--- src/include/rv_settings.svh ---
`ifndef RV_SETTINGS_SVH
`define RV_SETTINGS_SVH

`define RV_XLEN       32
`define RV_ILEN       32
`define RV_REG_IDX_W  5
`define RV_RESET_PC   32'h0000_0000

// alu operation codes
`define RV_ALU_OP_W   4
`define RV_ALU_ADD    4'd0
`define RV_ALU_SUB    4'd1
`define RV_ALU_AND    4'd2
`define RV_ALU_OR     4'd3
`define RV_ALU_XOR    4'd4
`define RV_ALU_SLT    4'd5
`define RV_ALU_PASS_B 4'd6

// operand source for the execute stage
`define RV_FWD_SEL_W  2
`define RV_FWD_RF     2'd0
`define RV_FWD_LS     2'd1
`define RV_FWD_WB     2'd2

`define RV_OP_REG     7'b0110011
`define RV_OP_IMM     7'b0010011
`define RV_OP_LUI     7'b0110111
`define RV_OP_BRANCH  7'b1100011
`define RV_OP_JAL     7'b1101111

`endif

--- src/hw/rv_pkg.sv ---
`include "rv_settings.svh"

package rv_pkg;

  // data word and pc
  typedef logic [`RV_XLEN-1:0] xlen_t;

  typedef logic [`RV_ILEN-1:0] instr_t;

  typedef logic [`RV_REG_IDX_W-1:0] reg_idx_t;

  // see RV_ALU_* codes
  typedef logic [`RV_ALU_OP_W-1:0] alu_op_t;

  // rf value, ls stage or wb stage
  typedef logic [`RV_FWD_SEL_W-1:0] fwd_sel_t;

endpackage

--- src/hw/fetch_stage.sv ---
`timescale 1ns/1ps
`include "rv_settings.svh"

module fetch_stage (
  input  logic           clk,
  input  logic           rst_n_i,
  input  logic           imem_valid_i,
  input  rv_pkg::instr_t imem_rdata_i,
  input  logic           redirect_i,
  input  rv_pkg::xlen_t  redirect_pc_i,
  output rv_pkg::xlen_t  imem_addr_o,
  output logic           if_valid_o,
  output rv_pkg::xlen_t  if_pc_o,
  output rv_pkg::instr_t if_instr_o
);
  import rv_pkg::*;

  xlen_t pc_q;
  xlen_t pc_d;

  // redirect wins over a missing instruction
  always_comb begin
    if (redirect_i) begin
      pc_d = redirect_pc_i;
    end else if (imem_valid_i) begin
      pc_d = pc_q + xlen_t'(4);
    end else begin
      pc_d = pc_q; // hold until memory answers
    end
  end

  always_ff @(posedge clk or negedge rst_n_i) begin
    if (!rst_n_i) begin
      pc_q       <= `RV_RESET_PC;
      if_valid_o <= 1'b0;
    end else begin
      pc_q       <= pc_d;
      if_valid_o <= imem_valid_i & ~redirect_i; // bubble on stall or flush
    end
  end

  // IF/ID payload
  always_ff @(posedge clk) begin
    if_pc_o    <= pc_q;
    if_instr_o <= imem_rdata_i;
  end

  assign imem_addr_o = pc_q;

endmodule

--- src/hw/decode_stage.sv ---
`timescale 1ns/1ps
`include "rv_settings.svh"

module decode_stage (
  input  logic             clk,
  input  logic             rst_n_i,
  input  logic             if_valid_i,
  input  rv_pkg::xlen_t    if_pc_i,
  input  rv_pkg::instr_t   if_instr_i,
  input  logic             flush_i,
  input  logic             rf_wen_i,
  input  rv_pkg::reg_idx_t rf_waddr_i,
  input  rv_pkg::xlen_t    rf_wdata_i,
  output logic             id_valid_o,
  output rv_pkg::xlen_t    id_pc_o,
  output rv_pkg::instr_t   id_instr_o,
  output rv_pkg::xlen_t    id_rs1_o,
  output rv_pkg::xlen_t    id_rs2_o,
  output rv_pkg::xlen_t    id_imm_o,
  output rv_pkg::reg_idx_t id_rs1_idx_o,
  output rv_pkg::reg_idx_t id_rs2_idx_o,
  output rv_pkg::reg_idx_t id_rd_o,
  output rv_pkg::alu_op_t  id_alu_op_o,
  output logic             id_use_imm_o,
  output logic             id_wen_o,
  output logic             id_is_brc_o,
  output logic             id_is_jal_o,
  output rv_pkg::xlen_t    reg_a0_o
);
  import rv_pkg::*;

  xlen_t    rf_q [1:31]; // x0 is not stored
  reg_idx_t rs1_idx;
  reg_idx_t rs2_idx;
  xlen_t    dec_imm;
  alu_op_t  dec_alu_op;
  logic     dec_use_imm;
  logic     dec_wen;
  logic     dec_is_brc;
  logic     dec_is_jal;
  logic [2:0] funct3;

  // read port, sees a write made in the same cycle
  function automatic xlen_t rf_read(reg_idx_t idx);
    if (idx == '0) begin
      rf_read = '0;
    end else if (rf_wen_i && rf_waddr_i == idx) begin
      rf_read = rf_wdata_i;
    end else begin
      rf_read = rf_q[idx];
    end
  endfunction

  always_ff @(posedge clk) begin
    if (rf_wen_i && rf_waddr_i != '0) begin
      rf_q[rf_waddr_i] <= rf_wdata_i;
    end
  end

  assign rs1_idx = if_instr_i[19:15];
  assign rs2_idx = if_instr_i[24:20];
  assign funct3  = if_instr_i[14:12];

  // anything outside the subset leaves the defaults, a no-op
  always_comb begin
    dec_imm     = '0;
    dec_alu_op  = `RV_ALU_ADD;
    dec_use_imm = 1'b0;
    dec_wen     = 1'b0;
    dec_is_brc  = 1'b0;
    dec_is_jal  = 1'b0;
    case (if_instr_i[6:0])
      `RV_OP_REG: begin
        dec_wen = 1'b1;
        case (funct3)
          3'b000:  dec_alu_op = if_instr_i[30] ? `RV_ALU_SUB : `RV_ALU_ADD;
          3'b010:  dec_alu_op = `RV_ALU_SLT;
          3'b100:  dec_alu_op = `RV_ALU_XOR;
          3'b110:  dec_alu_op = `RV_ALU_OR;
          3'b111:  dec_alu_op = `RV_ALU_AND;
          default: dec_wen = 1'b0;
        endcase
      end
      `RV_OP_IMM: begin
        dec_wen     = 1'b1;
        dec_use_imm = 1'b1;
        dec_imm     = {{20{if_instr_i[31]}}, if_instr_i[31:20]};
        case (funct3)
          3'b000:  dec_alu_op = `RV_ALU_ADD;
          3'b100:  dec_alu_op = `RV_ALU_XOR;
          3'b110:  dec_alu_op = `RV_ALU_OR;
          3'b111:  dec_alu_op = `RV_ALU_AND;
          default: dec_wen = 1'b0; // slti, shifts not supported
        endcase
      end
      `RV_OP_LUI: begin
        dec_wen     = 1'b1;
        dec_use_imm = 1'b1;
        dec_alu_op  = `RV_ALU_PASS_B;
        dec_imm     = {if_instr_i[31:12], 12'b0};
      end
      `RV_OP_BRANCH: begin
        dec_is_brc = (funct3 == 3'b000) || (funct3 == 3'b001); // beq, bne
        dec_imm    = {{19{if_instr_i[31]}}, if_instr_i[31], if_instr_i[7],
                      if_instr_i[30:25], if_instr_i[11:8], 1'b0};
      end
      `RV_OP_JAL: begin
        dec_is_jal = 1'b1;
        dec_wen    = 1'b1; // link value comes from execute
        dec_imm    = {{11{if_instr_i[31]}}, if_instr_i[31], if_instr_i[19:12],
                      if_instr_i[20], if_instr_i[30:21], 1'b0};
      end
      default: ;
    endcase
  end

  always_ff @(posedge clk or negedge rst_n_i) begin
    if (!rst_n_i) begin
      id_valid_o <= 1'b0;
    end else begin
      id_valid_o <= if_valid_i & ~flush_i;
    end
  end

  // ID/EX payload, qualified by id_valid_o downstream
  always_ff @(posedge clk) begin
    id_pc_o      <= if_pc_i;
    id_instr_o   <= if_instr_i;
    id_rs1_o     <= rf_read(rs1_idx);
    id_rs2_o     <= rf_read(rs2_idx);
    id_imm_o     <= dec_imm;
    id_rs1_idx_o <= rs1_idx;
    id_rs2_idx_o <= rs2_idx;
    id_rd_o      <= if_instr_i[11:7];
    id_alu_op_o  <= dec_alu_op;
    id_use_imm_o <= dec_use_imm;
    id_wen_o     <= dec_wen;
    id_is_brc_o  <= dec_is_brc;
    id_is_jal_o  <= dec_is_jal;
  end

  assign reg_a0_o = rf_q[10];

endmodule

--- src/hw/forwarding_unit.sv ---
`timescale 1ns/1ps
`include "rv_settings.svh"

module forwarding_unit (
  input  rv_pkg::reg_idx_t ex_rs1_idx_i,
  input  rv_pkg::reg_idx_t ex_rs2_idx_i,
  input  logic             ls_valid_i,
  input  logic             ls_wen_i,
  input  rv_pkg::reg_idx_t ls_rd_i,
  input  rv_pkg::xlen_t    ls_data_i,
  input  logic             wb_valid_i,
  input  logic             wb_wen_i,
  input  rv_pkg::reg_idx_t wb_rd_i,
  input  rv_pkg::xlen_t    wb_data_i,
  output rv_pkg::fwd_sel_t rs1_sel_o,
  output rv_pkg::fwd_sel_t rs2_sel_o,
  output rv_pkg::xlen_t    fwd_ls_o,
  output rv_pkg::xlen_t    fwd_wb_o
);
  import rv_pkg::*;

  logic ls_hit_ok;
  logic wb_hit_ok;

  // a stage can only supply a value it is about to write
  assign ls_hit_ok = ls_valid_i & ls_wen_i & (ls_rd_i != '0);
  assign wb_hit_ok = wb_valid_i & wb_wen_i & (wb_rd_i != '0);

  // youngest producer first
  function automatic fwd_sel_t select(reg_idx_t idx);
    if (idx == '0) begin
      select = `RV_FWD_RF;
    end else if (ls_hit_ok && ls_rd_i == idx) begin
      select = `RV_FWD_LS;
    end else if (wb_hit_ok && wb_rd_i == idx) begin
      select = `RV_FWD_WB;
    end else begin
      select = `RV_FWD_RF;
    end
  endfunction

  assign rs1_sel_o = select(ex_rs1_idx_i);
  assign rs2_sel_o = select(ex_rs2_idx_i);

  assign fwd_ls_o = ls_data_i;
  assign fwd_wb_o = wb_data_i;

endmodule

--- src/hw/execute_stage.sv ---
`timescale 1ns/1ps
`include "rv_settings.svh"

module execute_stage (
  input  logic             clk,
  input  logic             rst_n_i,
  input  logic             id_valid_i,
  input  rv_pkg::xlen_t    id_pc_i,
  input  rv_pkg::instr_t   id_instr_i,
  input  rv_pkg::xlen_t    id_rs1_i,
  input  rv_pkg::xlen_t    id_rs2_i,
  input  rv_pkg::xlen_t    id_imm_i,
  input  rv_pkg::reg_idx_t id_rd_i,
  input  rv_pkg::alu_op_t  id_alu_op_i,
  input  logic             id_use_imm_i,
  input  logic             id_wen_i,
  input  logic             id_is_brc_i,
  input  logic             id_is_jal_i,
  input  rv_pkg::fwd_sel_t rs1_sel_i,
  input  rv_pkg::fwd_sel_t rs2_sel_i,
  input  rv_pkg::xlen_t    fwd_ls_i,
  input  rv_pkg::xlen_t    fwd_wb_i,
  output logic             redirect_o,
  output rv_pkg::xlen_t    redirect_pc_o,
  output logic             ls_valid_o,
  output logic             ls_wen_o,
  output rv_pkg::reg_idx_t ls_rd_o,
  output rv_pkg::xlen_t    ls_pc_o,
  output rv_pkg::instr_t   ls_instr_o,
  output rv_pkg::xlen_t    ls_data_o
);
  import rv_pkg::*;

  xlen_t op_a;
  xlen_t op_b_reg;
  xlen_t op_b;
  xlen_t alu_res;
  xlen_t ex_res;
  logic  brc_taken;

  function automatic xlen_t pick(fwd_sel_t sel, xlen_t rf_val);
    case (sel)
      `RV_FWD_LS: pick = fwd_ls_i;
      `RV_FWD_WB: pick = fwd_wb_i;
      default:    pick = rf_val;
    endcase
  endfunction

  assign op_a     = pick(rs1_sel_i, id_rs1_i);
  assign op_b_reg = pick(rs2_sel_i, id_rs2_i);
  assign op_b     = id_use_imm_i ? id_imm_i : op_b_reg;

  always_comb begin
    case (id_alu_op_i)
      `RV_ALU_ADD:    alu_res = op_a + op_b;
      `RV_ALU_SUB:    alu_res = op_a - op_b;
      `RV_ALU_AND:    alu_res = op_a & op_b;
      `RV_ALU_OR:     alu_res = op_a | op_b;
      `RV_ALU_XOR:    alu_res = op_a ^ op_b;
      `RV_ALU_SLT:    alu_res = xlen_t'($signed(op_a) < $signed(op_b));
      `RV_ALU_PASS_B: alu_res = op_b; // lui
      default:        alu_res = '0;
    endcase
  end

  assign ex_res = id_is_jal_i ? id_pc_i + xlen_t'(4) : alu_res; // link address

  // funct3 bit 0 tells bne from beq
  assign brc_taken = id_is_brc_i & ((op_a == op_b_reg) ^ id_instr_i[12]);

  assign redirect_o    = id_valid_i & (brc_taken | id_is_jal_i);
  assign redirect_pc_o = id_pc_i + id_imm_i;

  always_ff @(posedge clk or negedge rst_n_i) begin
    if (!rst_n_i) begin
      ls_valid_o <= 1'b0;
      ls_wen_o   <= 1'b0;
    end else begin
      ls_valid_o <= id_valid_i;
      ls_wen_o   <= id_valid_i & id_wen_i;
    end
  end

  // EX/LS payload
  always_ff @(posedge clk) begin
    ls_rd_o    <= id_rd_i;
    ls_pc_o    <= id_pc_i;
    ls_instr_o <= id_instr_i;
    ls_data_o  <= ex_res;
  end

endmodule

--- src/hw/writeback_stage.sv ---
`timescale 1ns/1ps
`include "rv_settings.svh"

module writeback_stage (
  input  logic             clk,
  input  logic             rst_n_i,
  input  logic             ls_valid_i,
  input  logic             ls_wen_i,
  input  rv_pkg::reg_idx_t ls_rd_i,
  input  rv_pkg::xlen_t    ls_pc_i,
  input  rv_pkg::instr_t   ls_instr_i,
  input  rv_pkg::xlen_t    ls_data_i,
  output logic             wb_valid_o,
  output logic             wb_wen_o,
  output rv_pkg::reg_idx_t wb_rd_o,
  output rv_pkg::xlen_t    wb_data_o,
  output rv_pkg::xlen_t    retire_pc_o,
  output rv_pkg::instr_t   retire_instr_o
);
  import rv_pkg::*;

  logic wen_d;

  // x0 never gets written
  assign wen_d = ls_valid_i & ls_wen_i & (ls_rd_i != '0);

  always_ff @(posedge clk or negedge rst_n_i) begin
    if (!rst_n_i) begin
      wb_valid_o <= 1'b0;
      wb_wen_o   <= 1'b0;
    end else begin
      wb_valid_o <= ls_valid_i; // retire strobe
      wb_wen_o   <= wen_d;
    end
  end

  always_ff @(posedge clk) begin
    wb_rd_o        <= ls_rd_i;
    wb_data_o      <= ls_data_i;
    retire_pc_o    <= ls_pc_i;
    retire_instr_o <= ls_instr_i;
  end

endmodule

--- src/hw/rv_core_top.sv ---
`timescale 1ns/1ps

module rv_core_top (
  input  logic             clk,
  input  logic             rst_n_i,
  output rv_pkg::xlen_t    imem_addr_o,
  input  rv_pkg::instr_t   imem_rdata_i,
  input  logic             imem_valid_i,
  output logic             retire_valid_o,
  output rv_pkg::xlen_t    retire_pc_o,
  output rv_pkg::instr_t   retire_instr_o,
  output logic             retire_wen_o,
  output rv_pkg::reg_idx_t retire_rd_o,
  output rv_pkg::xlen_t    retire_data_o,
  output rv_pkg::xlen_t    reg_a0_o
);
  import rv_pkg::*;

  logic     redirect;
  xlen_t    redirect_pc;
  logic     if_valid;
  xlen_t    if_pc;
  instr_t   if_instr;

  logic     id_valid, id_use_imm, id_wen, id_is_brc, id_is_jal;
  xlen_t    id_pc, id_rs1, id_rs2, id_imm;
  instr_t   id_instr;
  reg_idx_t id_rs1_idx, id_rs2_idx, id_rd;
  alu_op_t  id_alu_op;

  fwd_sel_t rs1_sel, rs2_sel;
  xlen_t    fwd_ls, fwd_wb;

  logic     ls_valid, ls_wen;
  reg_idx_t ls_rd;
  xlen_t    ls_pc, ls_data;
  instr_t   ls_instr;

  logic     wb_valid, wb_wen;
  reg_idx_t wb_rd;
  xlen_t    wb_data;

  fetch_stage u_fetch (
    .clk           (clk),
    .rst_n_i       (rst_n_i),
    .imem_valid_i  (imem_valid_i),
    .imem_rdata_i  (imem_rdata_i),
    .redirect_i    (redirect),
    .redirect_pc_i (redirect_pc),
    .imem_addr_o   (imem_addr_o),
    .if_valid_o    (if_valid),
    .if_pc_o       (if_pc),
    .if_instr_o    (if_instr)
  );

  decode_stage u_decode (
    .clk          (clk),
    .rst_n_i      (rst_n_i),
    .if_valid_i   (if_valid),
    .if_pc_i      (if_pc),
    .if_instr_i   (if_instr),
    .flush_i      (redirect), // taken branch or jal in EX
    .rf_wen_i     (wb_wen),
    .rf_waddr_i   (wb_rd),
    .rf_wdata_i   (wb_data),
    .id_valid_o   (id_valid),
    .id_pc_o      (id_pc),
    .id_instr_o   (id_instr),
    .id_rs1_o     (id_rs1),
    .id_rs2_o     (id_rs2),
    .id_imm_o     (id_imm),
    .id_rs1_idx_o (id_rs1_idx),
    .id_rs2_idx_o (id_rs2_idx),
    .id_rd_o      (id_rd),
    .id_alu_op_o  (id_alu_op),
    .id_use_imm_o (id_use_imm),
    .id_wen_o     (id_wen),
    .id_is_brc_o  (id_is_brc),
    .id_is_jal_o  (id_is_jal),
    .reg_a0_o     (reg_a0_o)
  );

  forwarding_unit u_fwd (
    .ex_rs1_idx_i (id_rs1_idx),
    .ex_rs2_idx_i (id_rs2_idx),
    .ls_valid_i   (ls_valid),
    .ls_wen_i     (ls_wen),
    .ls_rd_i      (ls_rd),
    .ls_data_i    (ls_data),
    .wb_valid_i   (wb_valid),
    .wb_wen_i     (wb_wen),
    .wb_rd_i      (wb_rd),
    .wb_data_i    (wb_data),
    .rs1_sel_o    (rs1_sel),
    .rs2_sel_o    (rs2_sel),
    .fwd_ls_o     (fwd_ls),
    .fwd_wb_o     (fwd_wb)
  );

  execute_stage u_execute (
    .clk           (clk),
    .rst_n_i       (rst_n_i),
    .id_valid_i    (id_valid),
    .id_pc_i       (id_pc),
    .id_instr_i    (id_instr),
    .id_rs1_i      (id_rs1),
    .id_rs2_i      (id_rs2),
    .id_imm_i      (id_imm),
    .id_rd_i       (id_rd),
    .id_alu_op_i   (id_alu_op),
    .id_use_imm_i  (id_use_imm),
    .id_wen_i      (id_wen),
    .id_is_brc_i   (id_is_brc),
    .id_is_jal_i   (id_is_jal),
    .rs1_sel_i     (rs1_sel),
    .rs2_sel_i     (rs2_sel),
    .fwd_ls_i      (fwd_ls),
    .fwd_wb_i      (fwd_wb),
    .redirect_o    (redirect),
    .redirect_pc_o (redirect_pc),
    .ls_valid_o    (ls_valid),
    .ls_wen_o      (ls_wen),
    .ls_rd_o       (ls_rd),
    .ls_pc_o       (ls_pc),
    .ls_instr_o    (ls_instr),
    .ls_data_o     (ls_data)
  );

  writeback_stage u_writeback (
    .clk            (clk),
    .rst_n_i        (rst_n_i),
    .ls_valid_i     (ls_valid),
    .ls_wen_i       (ls_wen),
    .ls_rd_i        (ls_rd),
    .ls_pc_i        (ls_pc),
    .ls_instr_i     (ls_instr),
    .ls_data_i      (ls_data),
    .wb_valid_o     (wb_valid),
    .wb_wen_o       (wb_wen),
    .wb_rd_o        (wb_rd),
    .wb_data_o      (wb_data),
    .retire_pc_o    (retire_pc_o),
    .retire_instr_o (retire_instr_o)
  );

  // debug view for the simulator
  assign retire_valid_o = wb_valid;
  assign retire_wen_o   = wb_wen;
  assign retire_rd_o    = wb_rd;
  assign retire_data_o  = wb_data;

endmodule

--- config.mk ---
export PLATFORM = sky130hd
export DESIGN_NAME = rv_core_top
export DESIGN_NICKNAME = d
export VERILOG_FILES = /design/src/hw/rv_pkg.sv /design/src/hw/fetch_stage.sv /design/src/hw/decode_stage.sv /design/src/hw/forwarding_unit.sv /design/src/hw/execute_stage.sv /design/src/hw/writeback_stage.sv /design/src/hw/rv_core_top.sv
export VERILOG_INCLUDE_DIRS = /design/src /design/src/include
export SDC_FILE = /design/constraint.sdc
export NUM_CORES = 2
export LEC_CHECK = 0
export BUFFER_PORTS_ARGS = -buffer_cell sky130_fd_sc_hd__buf_2
export CELL_PAD_IN_SITES_DETAIL_PLACEMENT = 1
export CELL_PAD_IN_SITES_GLOBAL_PLACEMENT = 1
export CORE_MARGIN = 2
export CORE_UTILIZATION = 53
export CTS_CLUSTER_DIAMETER = 40
export DETAILED_ROUTE_END_ITERATION = 16
export PLACE_DENSITY = 0.86
export SLEW_MARGIN = 10
export SYNTH_ARGS = -nofsm -noshare
export SYNTH_HDL_FRONTEND = slang
export SYNTH_HIERARCHICAL = 1
export SYNTH_SLANG_ARGS = --single-unit
--- constraint.sdc ---
create_clock -name clk -period 6.21 [get_ports clk]
set_input_delay 1.242 -clock clk [delete_from_list [all_inputs] [get_ports clk]]
set_output_delay 1.242 -clock clk [all_outputs]
set_load 0.005 [all_outputs]
# Yosys cells after proc, flatten, opt, wreduce, memory -nomap -nowiden
# Memories as Yosys holds them, arrays and structs flattened. A register that Yosys moved wholly into a read port is not among the register bits.
# Cells that the tools add are included.
[totals]
ff_bits = 423
latch_bits = 0
mem_bits_rw = 992
rom_bits = 0
word_cells = 119
memories = 1
[op_classes]
addsub = 5
multipliers = 0
n_div = 0
magnitude_cmp = 1
n_eq_ne = 25
shifts = 0
n_mux = 25
n_bitwise = 15
reduce_logical = 19
[memory_table]
columns = ["memory", "words", "word_bits", "read_ports", "rd_ports_with_merged_regs", "write_ports", "line", "text"]
rows = [
  ["u_decode.rf_q", 31, 32, 3, 2, 1, "decode_stage.sv:32", "xlen_t rf_q [1:31];"],
]
[ops]
columns = ["operator", "count"]
rows = [
  ["case mux 32 bit (7 select lines)", 1],
  ["2-to-1 mux 32 bit", 4],
  ["case mux 32 bit (2 select lines)", 2],
  ["case mux 32 bit (4 select lines)", 1],
  ["adder 32 x 3 -> 32 bit (second input constant)", 2],
  ["adder 32 bit", 2],
  ["bitwise AND 32 bit", 1],
  ["equality test 32 bit", 1],
  ["< comparator 32 bit", 1],
  ["bitwise OR 32 bit", 1],
  ["subtractor 32 bit", 1],
  ["XOR 32 bit", 1],
  ["equality test 5 bit", 4],
  ["zero test 5 bit", 4],
  ["case mux 4 bit (5 select lines)", 1],
  ["equality test 7 x 6 -> 1 bit (second input constant)", 2],
  ["equality test 7 bit (second input constant)", 2],
  ["equality test 4 x 3 -> 1 bit (second input constant)", 3],
  ["2-to-1 mux 2 bit", 6],
  ["case mux 4 bit (3 select lines)", 1],
  ["nonzero test 5 bit", 2],
  ["bitwise AND 1 bit", 9],
  ["equality test 3 bit (second input constant)", 3],
  ["case mux 3 bit (3 select lines)", 1],
  ["20 further kinds", 34],
]

# Longest topological paths before layout
[logic_depth]
depth_word = 15
mapped_depth = 26
ltp_nobuf = 24

# By module
# Netlist, hierarchy kept.
[modules_own_cells]
columns = ["mod", "instances", "cells_per_inst", "area_per_inst_um2"]
rows = [
  ["decode_stage", 1, 2820, 50576.0],
  ["execute_stage", 1, 1532, 11355.9],
  ["fetch_stage", 1, 267, 3150.5],
  ["writeback_stage", 1, 105, 2088.3],
  ["forwarding_unit", 1, 100, 753.2],
]

# Worst setup path before layout
# OpenSTA, ideal clock, no wires.
[synth_path]
kind = "flip-flop to flip-flop"
from = "reg u_execute.ls_rd_o[3]"
to = "reg u_execute.ls_data_o[31]"
setup_time_ns = 0.127
arrival_time_ns = 5.132
t_required_ns = 6.083
setup_slack_ns = 0.951
path_stages_with_launch = 22
path_buffers = 2
synth_period_minus_slack_ns = 5.259
cell_sequence = "dfxtp_1 > or4_1 > o211ai_2 > nor4_1 > nor4_1 > ha_1 > clkbuf_1 > clkbuf_1 > nor2_1 > a21oi_1 > o21ai_0 > ha_1 > o21bai_2 > a21oi_1 > o31a_1 > o311ai_4 > a211oi_1 > o31a_1 > o41ai_2 > a2111oi_1 > a221oi_1 > o21ai_1"
[synth_between]
elab_chain_cells = 11
word_cells_on_any_way = 24
classes_between = "add/sub: 2; eq/ne: 6; mux: 9; bitwise: 4; reduce/logical: 3"
[synth_lines]
columns = ["element", "line", "text"]
rows = [
  ["start: declaration", "execute_stage.sv:27", "output rv_pkg::reg_idx_t ls_rd_o,"],
  ["start signal: assignment", "execute_stage.sv:86", "ls_rd_o <= id_rd_i;"],
  ["nonzero test 5 bit", "forwarding_unit.sv:26", "assign ls_hit_ok = ls_valid_i & ls_wen_i & (ls_rd_i != '0);"],
  ["bitwise AND 1 bit", "forwarding_unit.sv:26", ""],
  ["logical AND 1 bit (*)", "forwarding_unit.sv:33", "end else if (ls_hit_ok && ls_rd_i == idx) begin"],
  ["2-to-1 mux 2 bit (*)", "forwarding_unit.sv:33", ""],
  ["2-to-1 mux 2 bit (*)", "forwarding_unit.sv:31", "if (idx == '0) begin"],
  ["net rs2_sel[0]", "rv_core_top.sv:31", "fwd_sel_t rs1_sel, rs2_sel;"],
  ["equality test 2 bit / equality test 2 x 1 -> 1 bit (equally long branches)", "execute_stage.sv:42", "case (sel)"],
  ["case mux 32 bit (2 select lines) (*)", "execute_stage.sv:42", ""],
  ["2-to-1 mux 32 bit (*)", "execute_stage.sv:51", "assign op_b = id_use_imm_i ? id_imm_i : op_b_reg;"],
  ["subtractor 32 bit, or another cell as far along", "execute_stage.sv:56", "`RV_ALU_SUB: alu_res = op_a - op_b;"],
  ["case mux 32 bit (7 select lines) (*)", "execute_stage.sv:54", "case (id_alu_op_i)"],
  ["2-to-1 mux 32 bit (*)", "execute_stage.sv:66", "assign ex_res = id_is_jal_i ? id_pc_i + xlen_t'(4) : alu_res;"],
  ["net u_execute.ex_res[31]", "execute_stage.sv:38", "xlen_t ex_res;"],
  ["end signal: assignment", "execute_stage.sv:89", "ls_data_o <= ex_res;"],
  ["end: declaration", "execute_stage.sv:30", "output rv_pkg::xlen_t ls_data_o"],
]
# Mark *: on every way through the listed nets, which the timed path passes. The rest lies on a longest branch.
# A chain may end at the register's enable or synchronous reset.

# Final worst setup path
[layout_path]
from = "reg u_execute.ls_rd_o[3]"
to = "reg u_fetch.pc_q[24], in the netlist u_fetch/imem_addr_o[24]"
[layout_between]
elab_chain_cells = 13
word_cells_on_any_way = 23
classes_between = "eq/ne: 7; mux: 7; bitwise: 5; reduce/logical: 4"
[layout_lines]
columns = ["element", "line", "text"]
rows = [
  ["nonzero test 5 bit", "forwarding_unit.sv:26", ""],
  ["bitwise AND 1 bit", "forwarding_unit.sv:26", ""],
  ["logical AND 1 bit (*)", "forwarding_unit.sv:33", ""],
  ["2-to-1 mux 2 bit (*)", "forwarding_unit.sv:33", ""],
  ["2-to-1 mux 2 bit (*)", "forwarding_unit.sv:31", ""],
  ["net rs1_sel[0]", "rv_core_top.sv:31", ""],
  ["equality test 2 bit / equality test 2 x 1 -> 1 bit (equally long branches)", "execute_stage.sv:42", ""],
  ["case mux 32 bit (2 select lines) (*)", "execute_stage.sv:42", ""],
  ["equality test 32 bit (*)", "execute_stage.sv:69", "assign brc_taken = id_is_brc_i & ((op_a == op_b_reg) ^ id_instr_i[12]);"],
  ["XOR 1 bit (*)", "execute_stage.sv:69", ""],
  ["bitwise AND 1 bit (*)", "execute_stage.sv:69", ""],
  ["bitwise OR 1 bit (*)", "execute_stage.sv:71", "assign redirect_o = id_valid_i & (brc_taken | id_is_jal_i);"],
  ["bitwise AND 1 bit (*)", "execute_stage.sv:71", ""],
  ["net redirect", "rv_core_top.sv:19", "logic redirect;"],
  ["2-to-1 mux 32 bit / nonzero test 2 bit (equally long branches)", "--", ""],
  ["end signal: assignment", "fetch_stage.sv:34", "pc_q <= `RV_RESET_PC;"],
  ["end signal: assignment", "fetch_stage.sv:37", "pc_q <= pc_d;"],
  ["end: declaration", "fetch_stage.sv:18", "xlen_t pc_q;"],
]
# Marked as above.

==> run_results.csv <==
group,metric,value,unit
placed_design,gp_congestion,0.977,
die,rows,131,
finish,layout_common_cells,"992 x edfxtp_1, 422 x dfxtp_1, 412 x mux4_2, 246 x nor2_1, 242 x nand2_1",
sta,rsz0062_at_grt,"no",
sta,fmax,165,MHz
clock_network,cts_tree,"yes",
status,outcome,"complete, no violations",
die,core,127000,µm²
global_route,grt_max_degree,108,
min_path,hold_path.startpoint,"u_fetch/if_pc_o[19]$_DFF_P_",
yosys,async_flop_share,2.60,%
worst_setup_path,crit_fanout,34,
sta,worstMarginPinSlew,1430,ps
route,ant_nets,0,
die,die_x,362,µm
yosys,synth_top_family_by_area,"multiplexers",
global_route,overflow,0,
sta,finalMaxSlewViolations,0,
clock_network,clock_latency,870,ps
yosys,ys.flop_type,"edfxtp_1",
route,drt_iter0_markers,7987,
route,drc,0,
finish,top_register,"u_decode/rf_q",
worst_setup_path,rr_endpoint,"u_fetch/imem_addr_o[24]$_DFFE_PN0N_",
clock_network,ctsHoldBuffers,0,
die,die_area,131000,µm²
yosys,syn_area,67900,µm²
yosys,synth_cell_types,107,
power_and_ir_drop,p_leak,27.7,nW
finish,drive_above_1_share,24.0,%
yosys,synth_fa_ha_area_share,2.85,%
clock_network,clockBufferDepth,3,
placed_design,place_hpwl,160000,µm
global_route,grt_pass1_wl,383000,µm
global_route,antenna_found_initial,19,
worst_setup_path,worst_setup_path_start_kind,"register",
worst_setup_path,endpoint,"u_fetch/imem_addr_o[24]$_DFFE_PN0N_",
die,initial_core_util,53.3,%
global_route,grt_pass1_vias,52900,
power_and_ir_drop,ir_drop,312,µV
worst_setup_path,r2r_cells,21,
route,vias,51200,
worst_setup_path,endpoint_kind,"register",
sta,period_share,97.7,%
clock_network,cts-root-buf,"clkbuf_16",
power_and_ir_drop,power,26.8,mW
finish,synthToLayoutAreaGrowth,13.9,%
finish,stdcell_area,77400,µm²
placed_design,port_buffers,201,
sta,relSlewSlack,4.35,%
die,die_h,362,µm
route,routed_wl,267000,µm
power_and_ir_drop,power_density,346,nW/µm²
sta,skew,50.3,ps
yosys,synthMuxAreaShare,16.3,%
yosys,synth_edf_count,992,
yosys,yosysWarningCount,6,
worst_setup_path,worst-r2r-setup-slack,140,ps
finish,final_common_cell,"edfxtp_1",
global_route,track_usage,40.5,%
yosys,syn_avg_cell_area,14.1,µm²
finish,fill_cells,11800,
placed_design,place_area,70800,µm²
route,vias_per_cell,7.47,
sta,fin_ws,141,ps
worst_setup_path,arrival,6780,ps
sta,setup_viol,0,
sta,finalHoldViolations,0,
sta,fin_crit,6070,ps
worst_setup_path,r2r-start,"u_execute/ls_rd_o[3]$_DFF_P_",
flow_run,drv_cap,0,
yosys,synthCells,4824,
min_path,hp-class,"register to register",
clock_network,numCtsBuffers,186,
worst_setup_path,critPathKind,"register to register",
finish,largest_reg_flops,992,
yosys,synth-seq-cells,1463,
sta,setup_tns,0,ps
clock_network,cts.sinks,1463,
placed_design,pre_cts_ws,-0.504,ps
yosys,syn_nets,5012,
clock_network,cts.htree.levels,4,
route,firstDrtPassIters,6,
yosys,ys_seq_area_share,58.0,%
yosys,yosys.area_share.simple,6.16,%
die,ios,202,
worst_setup_path,startpoint,"u_execute/ls_rd_o[3]$_DFF_P_",
worst_setup_path,cp.required,6920,ps
route,wl_per_cell,39.0,µm
finish,nets,5210,
yosys,synth_compound_gate_area_share,10.7,%
yosys,synthXorXnorAreaFrac,2.09,%
clock_network,clk_pin_slew_worst_paths,70,ps
stage by stage:
stage,hold WS (ps),utilization [%],std cells
2_1_floorplan,310,-,4824
3_3_place_gp,310,55.6,6494
3_5_place_dp,313,55.6,6494
4_1_cts,314,60.7,6845
5_1_grt,322,60.7,6846
6_report,317,60.8,6854
worst min-delay path by stage:
stage	to	slack, ps	depth (start not counted)
after floorplan	u_decode/id_pc_o[0]$_DFF_P_	310	0
after global placement	u_execute/ls_instr_o[13]$_DFF_P_	310	0
after detailed placement	u_decode/id_pc_o[6]$_DFF_P_	310	0
after CTS	u_decode/id_pc_o[19]$_DFF_P_	310	0
after global routing	u_writeback/retire_instr_o[12]$_DFF_P_	320	0
final	u_decode/id_pc_o[19]$_DFF_P_	320	0
layer usage:
layer | part of all wire (%) | track usage [%] | vias to the layer above
met3 | 13 | 13.0 | 1538
met1 | 33 | 48.3 | 25400
met5 | 0.14 | 0 | -
li1 | - | - | 19400
met2 | 46 | 62.8 | 4857
met4 | 8.3 | 27.8 | 24
worst max-delay path: stages, from the launching register on:
cell	delay (ps)
dfxtp_1	360
or4_1	600
o211ai_2	260
nor4_2	130
nor4_2	420
inv_1	100
ha_2	330
buf_4	230
a22oi_1	170
nor2_1	90
a21oi_1	540
xnor2_1	280
nand4_1	200
nor4_1	510
nand2_1	230
xnor2_1	200
a21oi_2	390
nor2b_2	120
clkinv_1	60
buf_4	340
nor2_1	100
a31oi_1	250
synth_stat cells (all sizes together), types with 42 or more instances:
cell / instances / area share [%]
edfxtp: 992 / 44
dfxtp: 433 / 13
mux4: 412 / 14
nor2: 282 / 1.6
a21oi: 243 / 1.8
nand2: 243 / 1.3
buf: 236 / 2.4
mux2i: 172 / 2.5
clkbuf: 161 / 0.90
a22oi: 156 / 1.7
ha: 150 / 2.8
o21ai: 139 / 1.0
inv: 120 / 0.66
xnor2: 116 / 1.5
nand3: 111 / 0.84
o22ai: 79 / 0.73
a21o: 56 / 0.62
a211oi: 52 / 0.58
xor2: 46 / 0.59
a221oi: 42 / 0.56
where the power goes:
group | internal [mW] | total, mW | leakage [nW] | switching (mW)
combinational | 1.30 | 3.75 | 11.4 | 2.44
clock | 6.67 | 11.4 | 3.12 | 4.74
sequential | 11.1 | 11.6 | 13.2 | 0.501
total | 19.1 | 26.8 | 27.7 | 7.69
area by class of cell:
class	instances	area (µm²)	area share, %
tap	1662	2080	2.69
clock inverter	127	1540	1.99
inverter	122	458	0.592
sequential	1463	39400	51.0
timing repair buffer	407	2640	3.41
multi-input combinational	2842	26300	33.9
antenna	8	20.0	0.0259
clock buffer	223	4940	6.38
cells by family after synthesis:
kind of cell / Yosys count
flip-flops: 1463
AO/OA/AOI/OAI: 1055
AND/OR/NAND/NOR: 883
multiplexers: 588
buffers and inverters: 519
XOR/XNOR: 162
adder cells (fa/ha/maj): 153
other: 1
timing repair:
| action | in CTS | in global routing |
|---|---|---|
| hold endpoints to repair | 0 | 0 |
| pin swaps | 1 | 1 |
| gates resized for setup | 6 | 15 |
| buffers inserted | 1 | 1 |
| endpoints found under the setup margin | 28 | 16 |
Power figures use the tool's default switching activity.
